File: src/logic/eeprom_settings.svh
`ifndef EEPROM_SETTINGS_SVH
`define EEPROM_SETTINGS_SVH

// memory geometry, 24C16 style
`define EE_ADDR_W     11
`define EE_DATA_W     8

// queue entries, power of two
`define EE_CMD_DEPTH  4

// CLK cycles per scl half period, 2 or more
`define EE_SCL_HALF   4

`define EE_DEV_CODE   4'b1010   // device type code in control byte

`endif

File: src/logic/eeprom_pkg.sv
`include "eeprom_settings.svh"

package eeprom_pkg;

    // one queued host request
    typedef struct packed {
        logic                  rd;     // 1 = read, 0 = write
        logic [`EE_ADDR_W-1:0] addr;
        logic [`EE_DATA_W-1:0] data;
    } eeprom_cmd_t;

    typedef enum logic [3:0] {
        PH_IDLE,
        PH_START,
        PH_CTRL_WR,
        PH_ADDR,
        PH_DATA_WR,
        PH_RSTART,
        PH_CTRL_RD,
        PH_DATA_RD,
        PH_MNACK,
        PH_STOP
    } eeprom_phase_t;

    localparam int EE_CMD_W  = $bits(eeprom_cmd_t);
    localparam int EE_BANK_W = `EE_ADDR_W - `EE_DATA_W;   // upper bits in control byte

endpackage

File: src/logic/eeprom_host_port.sv
`timescale 1ns/10ps
`include "eeprom_settings.svh"

module eeprom_host_port (
    input  logic                    CLK,
    input  logic                    RESET,
    input  logic                    wr,
    input  logic                    rd,
    input  logic [`EE_ADDR_W-1:0]   addr,
    input  logic [`EE_DATA_W-1:0]   wdata,
    input  logic                    done,
    output logic                    push,
    output eeprom_pkg::eeprom_cmd_t cmd,
    output logic                    busy,
    output logic                    idle
);

    localparam int DEPTH = `EE_CMD_DEPTH;
    localparam int CNT_W = $clog2(DEPTH + 1);

    logic             accept;
    logic [CNT_W-1:0] pending;
    logic [CNT_W-1:0] pending_nxt;

    assign accept = (wr | rd) & ~busy;   // strobes during busy are dropped

    // counted from the accepting edge, so busy rises together with push
    always_comb
    begin
        pending_nxt = pending;
        if (accept && !done)
            pending_nxt = pending + 1'b1;
        else if (!accept && done)
            pending_nxt = pending - 1'b1;
    end

    always_ff @(posedge CLK)
    begin
        if (RESET)
        begin
            push    <= 1'b0;
            pending <= '0;
            busy    <= 1'b0;
            idle    <= 1'b1;
        end
        else
        begin
            push    <= accept;
            pending <= pending_nxt;
            busy    <= (pending_nxt == CNT_W'(DEPTH));
            idle    <= (pending_nxt == '0);
        end
    end

    always_ff @(posedge CLK)
    begin
        if (accept)
        begin
            cmd.rd   <= rd & ~wr;   // write wins
            cmd.addr <= addr;
            cmd.data <= wdata;
        end
    end

endmodule

File: src/logic/eeprom_cmd_fifo.sv
`timescale 1ns/10ps

module eeprom_cmd_fifo #(
    parameter int DEPTH = 4
) (
    input  logic                    CLK,
    input  logic                    RESET,
    input  logic                    push,
    input  eeprom_pkg::eeprom_cmd_t din,
    input  logic                    pop,
    output eeprom_pkg::eeprom_cmd_t dout,
    output logic                    empty
);
    import eeprom_pkg::*;

    localparam int PTR_W = $clog2(DEPTH);

    logic [EE_CMD_W-1:0] mem [DEPTH];

    // extra msb is the wrap bit
    logic [PTR_W:0] wr_ptr;
    logic [PTR_W:0] rd_ptr;

    assign empty = (wr_ptr == rd_ptr);
    assign dout  = eeprom_cmd_t'(mem[rd_ptr[PTR_W-1:0]]);   // head, no read latency

    always_ff @(posedge CLK)
    begin
        if (push)
            mem[wr_ptr[PTR_W-1:0]] <= din;
    end

    always_ff @(posedge CLK)
    begin
        if (RESET)
        begin
            wr_ptr <= '0;
            rd_ptr <= '0;
        end
        else
        begin
            if (push)
                wr_ptr <= wr_ptr + 1'b1;
            if (pop && !empty)
                rd_ptr <= rd_ptr + 1'b1;
        end
    end

endmodule

File: src/logic/eeprom_serial_engine.sv
`timescale 1ns/10ps
`include "eeprom_settings.svh"

module eeprom_serial_engine (
    input  logic                    CLK,
    input  logic                    RESET,
    input  logic                    empty,
    input  eeprom_pkg::eeprom_cmd_t cmd_in,
    input  logic                    sda_in,
    output logic                    pop,
    output logic                    scl,
    output logic                    sda_out,
    output logic                    sda_oe,
    output logic                    done,
    output logic                    nack,
    output logic [`EE_DATA_W-1:0]   rd_data
);
    import eeprom_pkg::*;

    localparam int HALF  = `EE_SCL_HALF;
    localparam int CNT_W = $clog2(2 * HALF);

    // slot positions; outputs are registered so they show one cycle later
    localparam logic [CNT_W-1:0] DRV  = CNT_W'(HALF / 2 - 1);          // mid scl low
    localparam logic [CNT_W-1:0] RISE = CNT_W'(HALF - 1);
    localparam logic [CNT_W-1:0] SMP  = CNT_W'(HALF + (HALF - 1) / 2);  // mid scl high
    localparam logic [CNT_W-1:0] LAST = CNT_W'(2 * HALF - 1);

    eeprom_phase_t          phase;
    eeprom_cmd_t            cmd_r;
    logic [CNT_W-1:0]       cnt;
    logic [3:0]             bit_cnt;
    logic [`EE_DATA_W-1:0]  shift;
    logic [EE_BANK_W-1:0]   bank;
    logic                   sda_smp;
    logic                   nack_flag;
    logic                   at_drv;
    logic                   at_smp;
    logic                   at_last;
    logic                   ack_slot;

    assign pop      = (phase == PH_IDLE) && !empty;
    assign at_drv   = (phase != PH_IDLE) && (cnt == DRV);
    assign at_smp   = (phase != PH_IDLE) && (cnt == SMP);
    assign at_last  = (phase != PH_IDLE) && (cnt == LAST);
    assign ack_slot = (bit_cnt == 4'd8);   // ninth slot of a byte
    assign bank     = cmd_r.addr[`EE_ADDR_W-1 -: EE_BANK_W];

    always_ff @(posedge CLK)
    begin
        if (RESET)
        begin
            phase     <= PH_IDLE;
            cnt       <= '0;
            bit_cnt   <= '0;
            scl       <= 1'b1;
            sda_out   <= 1'b1;
            sda_oe    <= 1'b0;
            done      <= 1'b0;
            nack      <= 1'b0;
            nack_flag <= 1'b0;
        end
        else
        begin
            done <= 1'b0;
            nack <= 1'b0;
            if (phase == PH_IDLE)
            begin
                cnt <= '0;
                if (pop)
                begin
                    nack_flag <= 1'b0;
                    phase     <= PH_START;
                end
            end
            else
            begin
                cnt <= at_last ? '0 : cnt + 1'b1;
                if (cnt == RISE)
                    scl <= 1'b1;
                if (at_drv)
                begin
                    case (phase)
                        PH_CTRL_WR, PH_ADDR, PH_DATA_WR, PH_CTRL_RD:
                        begin
                            sda_oe  <= !ack_slot;   // let go for slave ack
                            sda_out <= shift[`EE_DATA_W-1];
                        end
                        PH_RSTART, PH_MNACK:
                        begin
                            sda_oe  <= 1'b1;
                            sda_out <= 1'b1;
                        end
                        PH_STOP:
                        begin
                            sda_oe  <= 1'b1;
                            sda_out <= 1'b0;
                        end
                        PH_DATA_RD:
                            sda_oe <= 1'b0;
                        default: ;
                    endcase
                end
                if (at_smp)
                begin
                    case (phase)
                        PH_START, PH_RSTART:
                        begin
                            sda_oe  <= 1'b1;
                            sda_out <= 1'b0;   // falling sda, scl high
                        end
                        PH_STOP:
                        begin
                            sda_oe  <= 1'b0;   // pull-up gives the stop edge
                            sda_out <= 1'b1;
                        end
                        default: ;
                    endcase
                end
                if (at_last)
                begin
                    if (phase != PH_STOP)
                        scl <= 1'b0;
                    case (phase)
                        PH_START:
                        begin
                            bit_cnt <= '0;
                            phase   <= PH_CTRL_WR;
                        end
                        PH_CTRL_WR, PH_ADDR, PH_DATA_WR, PH_CTRL_RD:
                        begin
                            if (!ack_slot)
                                bit_cnt <= bit_cnt + 1'b1;
                            else
                            begin
                                bit_cnt <= '0;
                                if (sda_smp)
                                begin
                                    nack_flag <= 1'b1;   // no ack, abort to stop
                                    phase     <= PH_STOP;
                                end
                                else
                                begin
                                    case (phase)
                                        PH_CTRL_WR: phase <= PH_ADDR;
                                        PH_ADDR:    phase <= cmd_r.rd ? PH_RSTART : PH_DATA_WR;
                                        PH_CTRL_RD: phase <= PH_DATA_RD;
                                        default:    phase <= PH_STOP;
                                    endcase
                                end
                            end
                        end
                        PH_RSTART:
                            phase <= PH_CTRL_RD;
                        PH_DATA_RD:
                        begin
                            if (bit_cnt == 4'd7)
                            begin
                                bit_cnt <= '0;
                                phase   <= PH_MNACK;
                            end
                            else
                                bit_cnt <= bit_cnt + 1'b1;
                        end
                        PH_MNACK:
                            phase <= PH_STOP;
                        PH_STOP:
                        begin
                            done  <= 1'b1;
                            nack  <= nack_flag;
                            phase <= PH_IDLE;
                        end
                        default:
                            phase <= PH_IDLE;
                    endcase
                end
            end
        end
    end

    // shared shift register, msb first both ways
    always_ff @(posedge CLK)
    begin
        if (pop)
            cmd_r <= cmd_in;
        if (at_smp)
            sda_smp <= sda_in;
        if (at_last)
        begin
            case (phase)
                PH_START:
                    shift <= {`EE_DEV_CODE, bank, 1'b0};
                PH_RSTART:
                    shift <= {`EE_DEV_CODE, bank, 1'b1};
                PH_CTRL_WR, PH_ADDR, PH_DATA_WR, PH_CTRL_RD:
                begin
                    if (!ack_slot)
                        shift <= shift << 1;
                    else if (phase == PH_CTRL_WR)
                        shift <= cmd_r.addr[`EE_DATA_W-1:0];   // word address
                    else
                        shift <= cmd_r.data;
                end
                PH_DATA_RD:
                    shift <= {shift[`EE_DATA_W-2:0], sda_smp};
                PH_STOP:
                    rd_data <= shift;
                default: ;
            endcase
        end
    end

endmodule

File: src/logic/eeprom_ctrl_top.sv
`timescale 1ns/10ps
`include "eeprom_settings.svh"

module eeprom_ctrl_top (
    input  logic                  CLK,
    input  logic                  RESET,
    input  logic                  WR,
    input  logic                  RD,
    input  logic [`EE_ADDR_W-1:0] addr,
    input  logic [`EE_DATA_W-1:0] wdata,
    input  logic                  sda_in,
    output logic                  busy,
    output logic                  idle,
    output logic                  done,
    output logic                  nack,
    output logic [`EE_DATA_W-1:0] rd_data,
    output logic                  scl,
    output logic                  sda_out,
    output logic                  sda_oe
);
    import eeprom_pkg::*;

    logic        push;
    logic        pop;
    logic        empty;
    eeprom_cmd_t cmd_push;
    eeprom_cmd_t cmd_head;

    eeprom_host_port i_host_port (
        .CLK   (CLK),
        .RESET (RESET),
        .wr    (WR),
        .rd    (RD),
        .addr  (addr),
        .wdata (wdata),
        .done  (done),
        .push  (push),
        .cmd   (cmd_push),
        .busy  (busy),
        .idle  (idle)
    );

    eeprom_cmd_fifo #(
        .DEPTH (`EE_CMD_DEPTH)
    ) i_cmd_fifo (
        .CLK   (CLK),
        .RESET (RESET),
        .push  (push),
        .din   (cmd_push),
        .pop   (pop),
        .dout  (cmd_head),
        .empty (empty)
    );

    eeprom_serial_engine i_serial_engine (
        .CLK     (CLK),
        .RESET   (RESET),
        .empty   (empty),
        .cmd_in  (cmd_head),
        .sda_in  (sda_in),
        .pop     (pop),
        .scl     (scl),
        .sda_out (sda_out),
        .sda_oe  (sda_oe),
        .done    (done),
        .nack    (nack),
        .rd_data (rd_data)
    );

endmodule

File: config.mk
export PLATFORM = sky130hd
export DESIGN_NAME = eeprom_ctrl_top
export DESIGN_NICKNAME = d
export VERILOG_FILES = /design/src/logic/eeprom_pkg.sv /design/src/logic/eeprom_host_port.sv /design/src/logic/eeprom_cmd_fifo.sv /design/src/logic/eeprom_serial_engine.sv /design/src/logic/eeprom_ctrl_top.sv
export VERILOG_INCLUDE_DIRS = /design/src /design/src/logic
export SDC_FILE = /design/constraint.sdc
export NUM_CORES = 1
export LEC_CHECK = 0
export ABC_AREA = 1
export BUFFER_PORTS_ARGS = -buffer_cell sky130_fd_sc_hd__buf_2
export CORE_ASPECT_RATIO = 1.75
export CORE_UTILIZATION = 59
export DETAILED_ROUTE_END_ITERATION = 6
export MAX_ROUTING_LAYER = met4
export PLACE_DENSITY_LB_ADDON = 0.05
export SYNTH_ARGS = -nofsm -noshare
export SYNTH_HDL_FRONTEND = slang
export SYNTH_SLANG_ARGS = --single-unit
export TNS_END_PERCENT = 30
File: constraint.sdc
create_clock -name CLK -period 2.7 [get_ports CLK]
set_clock_uncertainty 0.05 [all_clocks]
set_input_delay 0.27 -clock CLK [delete_from_list [all_inputs] [get_ports CLK]]
set_output_delay 0.27 -clock CLK [all_outputs]
set_load 0.01 [all_outputs]
==> impl_metrics.csv <==
group,metric,value,unit
setup_path,critPathKind,"flop to flop",
setup_path,endpoint_kind,"flop",
setup_path,cp_common_cell,"ha_1",
clock_network,clock_sinks,166,
timing,finalCriticalPeriod,1990,ps
pwr,p_leak,0.00297,uW
synth,synth_ff_type,"edfxtp_1",
pwr,vdd_drop_max,671,uV
grt,antenna_found_initial,0,
cells_and_area,multi_input_area,1670,um^2
synth,muxShareOfSynthArea,0.00930,
routing,drt-wirelength-per-cell,16.8,um
synth,synth-compound-area-share,0.0911,
setup_path,critPathMaxStageDelay,500,ps
cells_and_area,seqCellArea,4690,um^2
synth,synth_area_per_cell,12.4,um^2
synth,synth-seq-cells,166,
clock_network,clk_pin_slew,70,ps
timing,period_share,0.739,
timing,slew_viol_final,0,
min_path,hold_depth,2,
timing,setup-violations-final,0,
placement,pre_cts_ws,704,ps
setup_path,crit_cells,6,
placement,dp_hpwl,8270,um
setup_path,crit_path_cell_trace,"ha_1 > ha_1 > inv_1 > nor2_8 > inv_2 > nor2_1",
cells_and_area,final_cell_mix,"edfxtp_1 (137), nand2_1 (74), nor2_1 (67)",
synth,synth_top_family_by_area,"simple AND/OR/NAND/NOR gates",
synth,yosysWarnings,0,
routing,remaining_drc_errors,0,
timing,tightest_slew,894,ps
placement,gp_congestion,0.866,
grt,track_usage,0.243,
routing,wirelength,12400,um
synth,synthSimpleGateAreaFrac,0.122,
pwr,p_per_area,913,nW/um^2
pwr,p_total,7070,uW
grt,grt_max_degree,36,
cells_and_area,syn2layout_area_growth,17.4,%
setup_path,regToRegStartpoint,"i_serial_engine.cnt[0]$_SDFF_PP0_",
min_path,min_from,"WR",
grt,grt_pass1_vias,4106,
cells_and_area,nFillCells,753,
synth,yosys.cell_types.count,37,
synth,yosysSeqAreaShare,0.712,
synth,netlist_instances,532,
routing,ant_nets,0,
synth,synth-async-reset-ratio,0,
synth,synth-xor-area-share,0.00664,
synth,synth_nets,569,
routing,dr.pass1.iters,4,
floorplanning,fp-row-count,50,
clock_network,post-cts-setup-buffer-count,0,
routing,route.vias.total,4113,
setup_path,cp-start-kind,"flop",
timing,max_freq,501,MHz
timing,fin_ws,706,ps
placement,placed_area,6930,um^2
cells_and_area,layout.nets,636,
timing,relSlewSlack,0.403,
grt,grt.overflow.total,0,
floorplanning,core,10800,um^2
synth,synthAdderAreaFrac,0.0247,
setup_path,cp.buffers_inverters,2,
cells_and_area,drive_gt1_frac,0.175,
setup_path,worstPathArrival,2000,ps
grt,grt_pass1_wl,19500,um
cells_and_area,fin_area,7740,um^2
setup_path,crit_path_top_delay_cell,"nor2_1",
timing,tns,0,ps
clock_network,numCtsBuffers,17,
setup_path,crit_required,2710,ps
synth,synth_edf_count,137,
setup_path,rr_worst_depth,6,
cells_and_area,antenna_cells,0,
floorplanning,die_h,142,um
setup_path,critPathLaunch,"i_serial_engine.cnt[0]$_SDFF_PP0_",
clock_network,cts_tree,"done",
run,drv_cap,0,
routing,via_per_inst,5.54,
clock_network,clock_path_buffers,2,
min_path,holdCritPathClass,"primary input to flop",
timing,hold_violations,0,
clock_network,insertion_delay,420,ps
placement,portBuffers,38,
timing,rsz0062_at_grt,"false",
floorplanning,fp.dieW,81.9,um
cells_and_area,layout_commonest_cell,"edfxtp_1",
floorplanning,floorplan.initialDensity,0.613,
floorplanning,dieArea,11600,um^2
clock_network,h-tree-depth,4,
floorplanning,ios,39,
clock_network,cts_root_buffer,"clkbuf_16",
setup_path,path_max_fanout,9,
outcome,status,"completed",
routing,drt_iter0_drc,185,
synth,netlist_area,6590,um^2
setup_path,cp_top_family,"simple AND/OR/NAND/NOR gates",
cells_and_area,final_util,0.719,
-- area by class of cell --
cell class	instances	area share
multi-input cells	306	0.216
clock inverters	15	0.0233
repair buffers	65	0.0572
clock buffers	17	0.0550
flip-flops and latches	166	0.607
inverters	43	0.0209
well taps	130	0.0210
-- registers in the layout, indices dropped and copies added (netlist names), 3 cells and up --
signal,cells
i_cmd_fifo.mem,80
i_host_port.cmd,20
i_serial_engine.cmd_r,17
i_serial_engine.rd_data,8
i_serial_engine.shift,8
i_serial_engine.bit_cnt,4
i_serial_engine.phase,4
i_cmd_fifo.rd_ptr,3
i_cmd_fifo.wr_ptr,3
i_host_port.pending,3
i_serial_engine.bank,3
i_serial_engine.cnt,3
-- logic make-up (layout without fill, tap and decap cells) --
logic type,after synthesis,in the layout
AND/OR/NAND/NOR,180,180
AO/OA/AOI/OAI,102,102
adder cells (fa/ha/maj),13,13
XOR/XNOR,5,5
buffers and inverters,60,140
flip-flops,166,166
multiplexers,6,6
-- stage by stage --
stage | cells | hold WS (ps)
floorplan | 532 | 299
global placement | 690 | 384
detailed placement | 690 | 387
CTS | 742 | 70.9
global route | 742 | 75.6
finish | 742 | 82.8
-- cells in the mapped netlist (all sizes together) (3+ instances only) --
cell type | number | area share
a21oi | 16 | 0.014
clkbuf | 15 | 0.0085
dfxtp | 29 | 0.088
edfxtp | 137 | 0.62
ha | 13 | 0.025
inv | 43 | 0.024
mux2i | 5 | 0.0076
nand2 | 82 | 0.051
nand3 | 19 | 0.016
nor2 | 74 | 0.049
nor3 | 4 | 0.0047
o211ai | 7 | 0.010
o21ai | 52 | 0.040
o22ai | 21 | 0.020
xnor2 | 3 | 0.0040
-- report_power, final --
group | switching, uW | internal (uW) | leakage [uW] | total, uW
sequential | 157 | 3200 | 0.00151 | 3360
combinational | 910 | 407 | 0.00116 | 1320
clock | 1140 | 1260 | 0.000296 | 2390
-- per-layer routing --
layer  global-route usage  routed length, um
met1                0.247               4580
met5                    -                  0
met2                0.436               7090
met4                0.111                382
met3               0.0457                390
-- timing repair --
| item | 4_1_cts | 5_1_grt |
|---|---|---|
| hold buffers | 20 | 0 |
| endpoints found under the setup margin | 0 | 0 |
| endpoints found under the hold margin | 20 | 0 |
| resized for setup | 0 | 0 |
-- final timing paths --
path	endpoint	slack, ps
max	i_serial_engine.rd_data[6]$_DFFE_PP_	710
min	i_host_port.cmd[19]$_DFFE_PP_	80
max reg2reg	i_serial_engine.rd_data[6]$_DFFE_PP_	710
min reg2reg	i_serial_engine.rd_data[3]$_DFFE_PP_	400
Power figures use the tool's default switching activity.
